===== src/source/rv_pkg.sv =====
// *************************************************************************
// rv32i core shared types and constants
// *************************************************************************

package rv_pkg;

    localparam int xlen = 32;

    typedef logic [xlen-1:0] word_t;
    typedef logic [4:0]      reg_addr_t;

    // major opcodes, inst[6:0]
    localparam logic [6:0] op_reg    = 7'b0110011;
    localparam logic [6:0] op_imm    = 7'b0010011;
    localparam logic [6:0] op_lui    = 7'b0110111;
    localparam logic [6:0] op_auipc  = 7'b0010111;
    localparam logic [6:0] op_jal    = 7'b1101111;
    localparam logic [6:0] op_jalr   = 7'b1100111;
    localparam logic [6:0] op_branch = 7'b1100011;
    localparam logic [6:0] op_system = 7'b1110011;

    typedef enum logic [3:0] {
        alu_add,
        alu_sub,
        alu_sll,
        alu_slt,
        alu_sltu,
        alu_xor,
        alu_srl,
        alu_sra,
        alu_or,
        alu_and
    } alu_op_t;

    typedef enum logic [1:0] {
        a_rs1,
        a_pc,
        a_zero      // lui
    } a_sel_t;

    typedef enum logic {
        wb_alu,
        wb_link     // pc + 4 for jal / jalr
    } wb_sel_t;

    // all-zero means a no-op
    typedef struct packed {
        alu_op_t    alu_op;
        a_sel_t     a_sel;
        logic       b_is_imm;
        logic       reg_we;     // already low for rd == x0
        logic       branch;
        logic       jump;
        logic       jalr;
        wb_sel_t    wb_sel;
        logic [2:0] funct3;     // branch condition
        logic       ebreak;
    } ctrl_t;

    typedef struct packed {
        ctrl_t     ctrl;
        reg_addr_t rd;
        reg_addr_t rs1;
        reg_addr_t rs2;
        word_t     imm;
    } decoded_t;

    typedef struct packed {
        logic      valid;
        word_t     pc;
        reg_addr_t rd;
        logic      we;
        word_t     wdata;
    } retire_t;

endpackage


===== src/source/pc_unit.sv =====
// *************************************************************************
// program counter and halt flag
// *************************************************************************

module pc_unit #(
    parameter rv_pkg::word_t reset_pc = 32'h8000_0000
) (
    input  logic          clk,
    input  logic          reset,
    input  rv_pkg::word_t next_pc,
    input  logic          ebreak,
    output rv_pkg::word_t pc,
    output logic          halted
);

    always_ff @(posedge clk) begin
        if (reset) begin
            pc     <= reset_pc;
            halted <= 1'b0;
        end else if (!halted) begin
            if (ebreak) begin
                halted <= 1'b1;     // pc stays on the ebreak
            end else begin
                pc <= next_pc;
            end
        end
    end

endmodule


===== src/source/inst_decoder.sv =====
// *************************************************************************
// rv32i instruction decoder
// *************************************************************************

module inst_decoder (
    input  rv_pkg::word_t    inst,
    output rv_pkg::decoded_t dec
);
    import rv_pkg::*;

    logic [6:0] opcode;
    logic [2:0] funct3;
    logic [6:0] funct7;
    word_t      imm_i, imm_u, imm_j, imm_b;
    logic       f7_ok;
    ctrl_t      ctrl;

    // funct3 plus the alternate bit (inst[30]) gives the alu op
    function automatic alu_op_t alu_from_funct(input logic [2:0] f3, input logic alt);
        case (f3)
            3'b000:  return alt ? alu_sub : alu_add;
            3'b001:  return alu_sll;
            3'b010:  return alu_slt;
            3'b011:  return alu_sltu;
            3'b100:  return alu_xor;
            3'b101:  return alt ? alu_sra : alu_srl;
            3'b110:  return alu_or;
            default: return alu_and;
        endcase
    endfunction

    assign opcode = inst[6:0];
    assign funct3 = inst[14:12];
    assign funct7 = inst[31:25];

    assign imm_i = {{20{inst[31]}}, inst[31:20]};
    assign imm_u = {inst[31:12], 12'b0};
    assign imm_j = {{12{inst[31]}}, inst[19:12], inst[20], inst[30:21], 1'b0};
    assign imm_b = {{20{inst[31]}}, inst[7], inst[30:25], inst[11:8], 1'b0};

    // 0100000 only legal for sub and sra
    assign f7_ok = (funct7 == 7'b0) ||
                   (funct7 == 7'b0100000 && (funct3 == 3'b000 || funct3 == 3'b101));

    always_comb begin
        ctrl    = '0;
        dec.imm = '0;
        case (opcode)
            op_reg: begin
                if (f7_ok) begin
                    ctrl.alu_op = alu_from_funct(funct3, funct7[5]);
                    ctrl.reg_we = 1'b1;
                end
            end
            op_imm: begin
                // only the shifts look at funct7
                if (funct3[1:0] != 2'b01 || f7_ok) begin
                    ctrl.alu_op   = alu_from_funct(funct3, funct3 == 3'b101 && funct7[5]);
                    ctrl.b_is_imm = 1'b1;
                    ctrl.reg_we   = 1'b1;
                end
                dec.imm = imm_i;
            end
            op_lui: begin
                ctrl.a_sel    = a_zero;
                ctrl.b_is_imm = 1'b1;
                ctrl.reg_we   = 1'b1;
                dec.imm       = imm_u;
            end
            op_auipc: begin
                ctrl.a_sel    = a_pc;
                ctrl.b_is_imm = 1'b1;
                ctrl.reg_we   = 1'b1;
                dec.imm       = imm_u;
            end
            op_jal: begin
                ctrl.jump   = 1'b1;
                ctrl.wb_sel = wb_link;
                ctrl.reg_we = 1'b1;
                dec.imm     = imm_j;
            end
            op_jalr: begin
                if (funct3 == 3'b000) begin
                    ctrl.jalr     = 1'b1;
                    ctrl.b_is_imm = 1'b1;    // target = rs1 + imm through the alu
                    ctrl.wb_sel   = wb_link;
                    ctrl.reg_we   = 1'b1;
                end
                dec.imm = imm_i;
            end
            op_branch: begin
                if (funct3[2:1] != 2'b01) begin
                    ctrl.branch = 1'b1;
                    ctrl.funct3 = funct3;
                end
                dec.imm = imm_b;
            end
            op_system: ctrl.ebreak = (inst == 32'h0010_0073);
            default: ;
        endcase
        ctrl.reg_we = ctrl.reg_we && (inst[11:7] != 5'd0);  // x0 never written
        dec.ctrl    = ctrl;
    end

    assign dec.rd  = inst[11:7];
    assign dec.rs1 = inst[19:15];
    assign dec.rs2 = inst[24:20];

endmodule


===== src/source/reg_file.sv =====
// *************************************************************************
// general register file
// *************************************************************************

module reg_file (
    input  logic              clk,
    input  logic              reset,
    input  logic              we,
    input  rv_pkg::reg_addr_t waddr,
    input  rv_pkg::word_t     wdata,
    input  rv_pkg::reg_addr_t raddr1,
    input  rv_pkg::reg_addr_t raddr2,
    output rv_pkg::word_t     rdata1,
    output rv_pkg::word_t     rdata2
);
    import rv_pkg::*;

    word_t regs [1:31];     // x0 has no storage

    always_ff @(posedge clk) begin
        if (reset) begin
            for (int i = 1; i < 32; i++) begin
                regs[i] <= '0;
            end
        end else if (we) begin
            regs[waddr] <= wdata;
        end
    end

    // combinational reads
    assign rdata1 = (raddr1 == 5'd0) ? '0 : regs[raddr1];
    assign rdata2 = (raddr2 == 5'd0) ? '0 : regs[raddr2];

endmodule


===== src/source/exec_unit.sv =====
// *************************************************************************
// alu, branch compare and next pc
// *************************************************************************

module exec_unit (
    input  rv_pkg::ctrl_t ctrl,
    input  rv_pkg::word_t imm,
    input  rv_pkg::word_t pc,
    input  rv_pkg::word_t rs1_data,
    input  rv_pkg::word_t rs2_data,
    output rv_pkg::word_t wb_data,
    output rv_pkg::word_t next_pc
);
    import rv_pkg::*;

    word_t      alu_a, alu_b, alu_y;
    logic [4:0] shamt;
    word_t      pc_plus4, pc_target;
    logic       cond, taken;

    always_comb begin
        case (ctrl.a_sel)
            a_pc:    alu_a = pc;
            a_zero:  alu_a = '0;
            default: alu_a = rs1_data;
        endcase
    end

    assign alu_b = ctrl.b_is_imm ? imm : rs2_data;
    assign shamt = alu_b[4:0];

    always_comb begin
        case (ctrl.alu_op)
            alu_sub:  alu_y = alu_a - alu_b;
            alu_sll:  alu_y = alu_a << shamt;
            alu_slt:  alu_y = {{(xlen-1){1'b0}}, $signed(alu_a) < $signed(alu_b)};
            alu_sltu: alu_y = {{(xlen-1){1'b0}}, alu_a < alu_b};
            alu_xor:  alu_y = alu_a ^ alu_b;
            alu_srl:  alu_y = alu_a >> shamt;
            alu_sra:  alu_y = $signed(alu_a) >>> shamt;
            alu_or:   alu_y = alu_a | alu_b;
            alu_and:  alu_y = alu_a & alu_b;
            default:  alu_y = alu_a + alu_b;
        endcase
    end

    // branch condition from funct3
    always_comb begin
        case (ctrl.funct3)
            3'b000:  cond = (rs1_data == rs2_data);
            3'b001:  cond = (rs1_data != rs2_data);
            3'b100:  cond = ($signed(rs1_data) < $signed(rs2_data));
            3'b101:  cond = ($signed(rs1_data) >= $signed(rs2_data));
            3'b110:  cond = (rs1_data < rs2_data);
            3'b111:  cond = (rs1_data >= rs2_data);
            default: cond = 1'b0;
        endcase
    end

    assign taken = ctrl.branch && cond;

    assign pc_plus4  = pc + 32'd4;
    assign pc_target = pc + imm;    // branch and jal

    always_comb begin
        if (ctrl.jalr) begin
            next_pc = {alu_y[xlen-1:1], 1'b0};
        end else if (ctrl.jump || taken) begin
            next_pc = pc_target;
        end else begin
            next_pc = pc_plus4;
        end
    end

    // link value for jal / jalr
    assign wb_data = (ctrl.wb_sel == wb_link) ? pc_plus4 : alu_y;

endmodule


===== src/source/rv_core.sv =====
// *************************************************************************
// rv32i single-cycle core
// *************************************************************************

module rv_core #(
    parameter rv_pkg::word_t reset_pc = 32'h8000_0000
) (
    input  logic            clk,
    input  logic            reset,
    input  rv_pkg::word_t   inst,     // instruction at pc, same cycle
    output rv_pkg::word_t   pc,
    output logic            halted,
    output rv_pkg::retire_t retire
);
    import rv_pkg::*;

    decoded_t dec;
    word_t    rs1_data, rs2_data;
    word_t    wb_data, next_pc;
    logic     valid, reg_we;

    assign valid  = ~halted;
    assign reg_we = dec.ctrl.reg_we && valid;   // nothing written once halted

    pc_unit #(
        .reset_pc(reset_pc)
    ) i_pc_unit (
        .clk    (clk),
        .reset  (reset),
        .next_pc(next_pc),
        .ebreak (dec.ctrl.ebreak),
        .pc     (pc),
        .halted (halted)
    );

    inst_decoder i_inst_decoder (
        .inst(inst),
        .dec (dec)
    );

    reg_file i_reg_file (
        .clk   (clk),
        .reset (reset),
        .we    (reg_we),
        .waddr (dec.rd),
        .wdata (wb_data),
        .raddr1(dec.rs1),
        .raddr2(dec.rs2),
        .rdata1(rs1_data),
        .rdata2(rs2_data)
    );

    exec_unit i_exec_unit (
        .ctrl    (dec.ctrl),
        .imm     (dec.imm),
        .pc      (pc),
        .rs1_data(rs1_data),
        .rs2_data(rs2_data),
        .wb_data (wb_data),
        .next_pc (next_pc)
    );

    // one retire per running cycle
    assign retire.valid = valid;
    assign retire.pc    = pc;
    assign retire.rd    = dec.rd;
    assign retire.we    = reg_we;
    assign retire.wdata = wb_data;

endmodule


===== config.mk =====
export PLATFORM = sky130hd
export DESIGN_NAME = rv_core
export DESIGN_NICKNAME = d
export VERILOG_FILES = /design/src/source/rv_pkg.sv /design/src/source/pc_unit.sv /design/src/source/inst_decoder.sv /design/src/source/reg_file.sv /design/src/source/exec_unit.sv /design/src/source/rv_core.sv
export SDC_FILE = /design/constraint.sdc
export NUM_CORES = 2
export LEC_CHECK = 0
export BUFFER_PORTS_ARGS = -buffer_cell sky130_fd_sc_hd__buf_2
export CAP_MARGIN = 20
export CORE_ASPECT_RATIO = 1.2
export CORE_MARGIN = 2
export CORE_UTILIZATION = 45
export CTS_CLUSTER_DIAMETER = 40
export DETAILED_ROUTE_END_ITERATION = 12
export PLACE_DENSITY = 0.59
export RECOVER_POWER = 50
export SETUP_SLACK_MARGIN = 0.2
export SYNTH_ARGS = -nofsm -noshare
export SYNTH_HDL_FRONTEND = slang
export SYNTH_HIERARCHICAL = 1
export SYNTH_SLANG_ARGS = --single-unit

===== constraint.sdc =====
create_clock -name clk -period 13.61 [get_ports clk]
set_input_delay 1.361 -clock clk [delete_from_list [all_inputs] [get_ports clk]]
set_output_delay 1.361 -clock clk [all_outputs]
set_load 0.05 [all_outputs]

==> impl_metrics.py <==
metrics = {
    "status": {
        "status": "finished with violations",
        "violations": "capacitance limit, slew limit",
    },
    "clocking": {
        "cts_resized": 0,
        "ctsHoldBuffers": 0,
        "cts_made_buffers": 133,
        "insertion_delay_ns": 0.78,
        "cts_setup_buffers": 0,
        "cts_buffer_depth": 3,
        "clock_sinks": 1057,
        "root_buffer": "clkbuf_16",
        "htreeDepth": 4,
        "cts.clk_slew.worst_paths_ns": 0.05,
        "cts_tree": "built",
    },
    "finish": {
        "nets": 6143,
        "area_growth_pct": 9.85,
        "num-fill-cells": 13888,
        "drive_above_1_share_pct": 18.8,
        "final_area_sq_um": 78300,
    },
    "timing": {
        "maxSlewHeadroom_pct": -123,
        "rsz0062_at_grt": "no",
        "slew_violations": 1599,
        "worst_pin_slew_ns": 3.35,
        "tns_ns": 0,
        "finalHoldViolations": 0,
        "min_period_over_period_pct": 85.1,
        "layout_min_cycle_time_ns": 11.58,
        "setup_viol": 0,
        "fmax_ghz": 0.0864,
        "fin_hold_ws_ns": 0.639,
        "skew_ns": 0.0318,
    },
    "job": {
        "drv_cap": 61,
    },
    "routing": {
        "vias": 55520,
        "drtAntennaViolNets": 0,
        "drtIter0Drc": 7192,
        "first_pass_iters": 6,
        "drt-total-wl_mm": 305,
        "vias_per_cell": 6.80,
        "drc_errors": 0,
        "wl_per_cell_um": 37.4,
    },
    "power_and_ir_drop": {
        "p_per_area_nw_per_um2": 129,
        "power.internal_uw": 6600,
        "vdd_ir_drop_max_v": 0.000140,
        "seq_power_share_pct": 36.9,
        "comb_power_share_pct": 27.8,
        "power.leakage_uw": 0.0285,
        "swShare_pct": 34.8,
        "p_switching_uw": 3520,
        "p_clk_share_pct": 35.3,
    },
    "floorplanning": {
        "die_h_um": 440,
        "io_pins": 138,
        "dieArea_sq_um": 162000,
        "coreArea_sq_um": 158000,
        "die_w_um": 367,
        "initial_core_util_pct": 45.1,
        "rows": 160,
    },
    "hold_path": {
        "min_path_type": "flop to flop",
    },
    "setup_path": {
        "cp-end-kind": "output port",
        "cp-start-kind": "input port",
        "path_max_fanout": 38,
        "cp.required_ns": 12.25,
        "critPathKind": "input port to output port",
        "cp.arrival_ns": 10.22,
    },
    "logic_synthesis": {
        "synthFlopType": "edfxtp_1",
        "ys_warn_count": 6,
        "synth_edf_count": 1024,
        "yosys_register_bits": 1057,
        "syn_inst": 6025,
        "syn_avg_cell_area_sq_um": 11.8,
        "ys_types": 102,
        "synth_area_sq_um": 71300,
        "async_flop_share_pct": 0,
        "synth_nets": 6224,
        "seq_area_frac_synth_pct": 44.0,
    },
    "placed_design": {
        "post-dp-hpwl_mm": 211,
        "routabilityCongestion": 1.03,
        "postPlaceCellArea_sq_um": 74200,
        "portBuffers": 137,
    },
    "global_routing": {
        "grt_antenna_before_repair": 21,
        "grt_pass1_wl_mm": 422,
        "grt_pass1_vias": 54504,
        "grt_max_degree": 96,
        "grt_usage_pct": 37.2,
        "grt-ovfl-total": 0,
    },
}
-- sequential cells by signal, summed over array words and instances, names as in the netlist --
register,cells
i_reg_file/regs,1024
i_pc_unit/pc,32
i_pc_unit/halted,1
-- layout by cell type, fill, tap and decap left out, drive strengths merged, types with 41 or more instances in the layout --
master,synthesis,routed
a2111oi,76,76
edfxtp,1024,1024
a211oi,62,62
nor2,227,227
buf,228,258
mux2,64,64
inv,155,169
o22ai,126,126
ha,162,162
nor3,95,95
o21ai,219,219
nor2b,47,47
mux4,502,502
nand2,261,261
mux2i,212,212
and2,1035,1035
xnor2,42,42
clkinv,2,54
a22o,59,59
nand3,95,95
a21oi,216,216
clkbuf,375,280
a21o,54,54
or2,41,41
o211ai,69,69
-- routing by layer --
| metal | share of wire [%] | wire length [um] | GRT usage, % |
|---|---|---|---|
| met4 | 8.2 | 25100 | 25.9 |
| met2 | 48 | 146000 | 61.7 |
| met5 | 0.0043 | 13 | 0 |
| met1 | 35 | 107000 | 43.9 |
| met3 | 8.8 | 26800 | 6.81 |
-- Yosys cell counts, types with 23 or more instances --
cell type,n,area share [%]
and2_1,1035,9.1
edfxtp_1,1024,43
mux4_2,491,16
clkbuf_1,373,2.0
nand2_1,261,1.4
nor2_1,227,1.2
a21oi_1,215,1.5
mux2i_1,212,3.0
o21ai_0,198,1.4
ha_1,162,2.8
inv_1,152,0.80
o22ai_1,126,1.1
nand3_1,95,0.67
nor3_1,95,0.67
buf_2,80,0.56
buf_4,79,0.83
o211ai_1,69,0.73
a2111oi_0,68,0.84
mux2_2,63,0.99
a211oi_1,62,0.65
a22o_1,59,0.72
a21o_1,54,0.57
nor2b_1,47,0.41
xnor2_1,42,0.52
or2_2,40,0.35
buf_1,38,0.20
o21a_1,35,0.37
a22oi_1,33,0.35
dfxtp_1,33,0.93
or3b_1,33,0.41
a31oi_1,30,0.26
nand2b_1,28,0.25
o221ai_1,28,0.34
a221oi_1,26,0.32
nand4_1,25,0.22
buf_6,24,0.38
nand3b_1,23,0.24
-- per-stage QoR --
| step | std cells | util [%] | total power, uW | setup WS [ns] |
|---|---|---|---|---|
| 2_1_floorplan | 6025 | - | 5420 | 4.71 |
| 3_3_place_gp | 7904 | 46.9 | 6520 | 2.41 |
| 3_5_place_dp | 7911 | 47.0 | 6520 | 2.38 |
| 4_1_cts | 8149 | 49.8 | 10100 | 2.38 |
| 5_1_grt | 8153 | 49.6 | 10400 | 2.08 |
| 6_report | 8163 | 49.6 | 10100 | 2.03 |
-- power by group through the flow --
stage | clock network [uW] | registers (uW) | logic, uW
floorplan | 0 | 3770 | 1640
global placement | 0 | 3790 | 2730
detailed placement | 0 | 3790 | 2730
CTS | 3610 | 3730 | 2730
global route | 3740 | 3750 | 2900
finish | 3570 | 3740 | 2820
-- worst max-delay path, stage by stage --
cell and delay [ns]:
buf_8 0.33, buf_4 0.47, mux4_2 0.55, a22o_1 0.27, a2111oi_0 0.91, buf_4 0.24
nor3_1 0.17, mux2_2 0.52, ha_1 0.57, a21oi_1 0.15, a2111oi_0 0.98, o2111ai_1 0.30
o22ai_1 0.86, o2111ai_1 0.50, a21oi_1 0.26, nor2_1 0.06, o32ai_1 0.34, mux2_2 0.76
buf_2 0.43
-- logic make-up (layout without fill, tap and decap cells) --
group | after synthesis | after routing | synth area share [%]
and+or+nand+nor | 2006 | 2006 | 15.9
AOI/OAI and AO/OA | 1196 | 1196 | 11.5
DFF | 1057 | 1057 | 44.0
muxes | 778 | 778 | 19.9
buffers and inverters | 760 | 782 | 4.94
adders and majority gates | 165 | 165 | 2.93
xor gates and xnor gates | 63 | 63 | 0.774
other | 0 | 10 | 0
-- layout make-up --
class / count / area, sq um / area share (%)
antenna: 10 / 25.0 / 0.0319
clock buffer: 152 / 3510 / 4.48
clock inverter: 86 / 942 / 1.20
inverter: 157 / 592 / 0.756
multi-input combinational: 4208 / 36800 / 47.0
sequential: 1057 / 31400 / 40.1
tap: 2106 / 2640 / 3.36
timing repair buffer: 387 / 2390 / 3.05
-- path summary, 6_finish.rpt --
kind,start,end,slack [ns],cells past startpoint
worst max-delay path,inst[20],retire[31],2.03,19
worst min-delay path,i_pc_unit/pc[11],i_pc_unit/pc[11],0.64,2
worst max register to register,i_reg_file/regs[15][2],i_reg_file/regs[20][29],5.15,18
worst min register to register,i_pc_unit/pc[11],i_pc_unit/pc[11],0.64,2
Power figures use the tool's default switching activity.
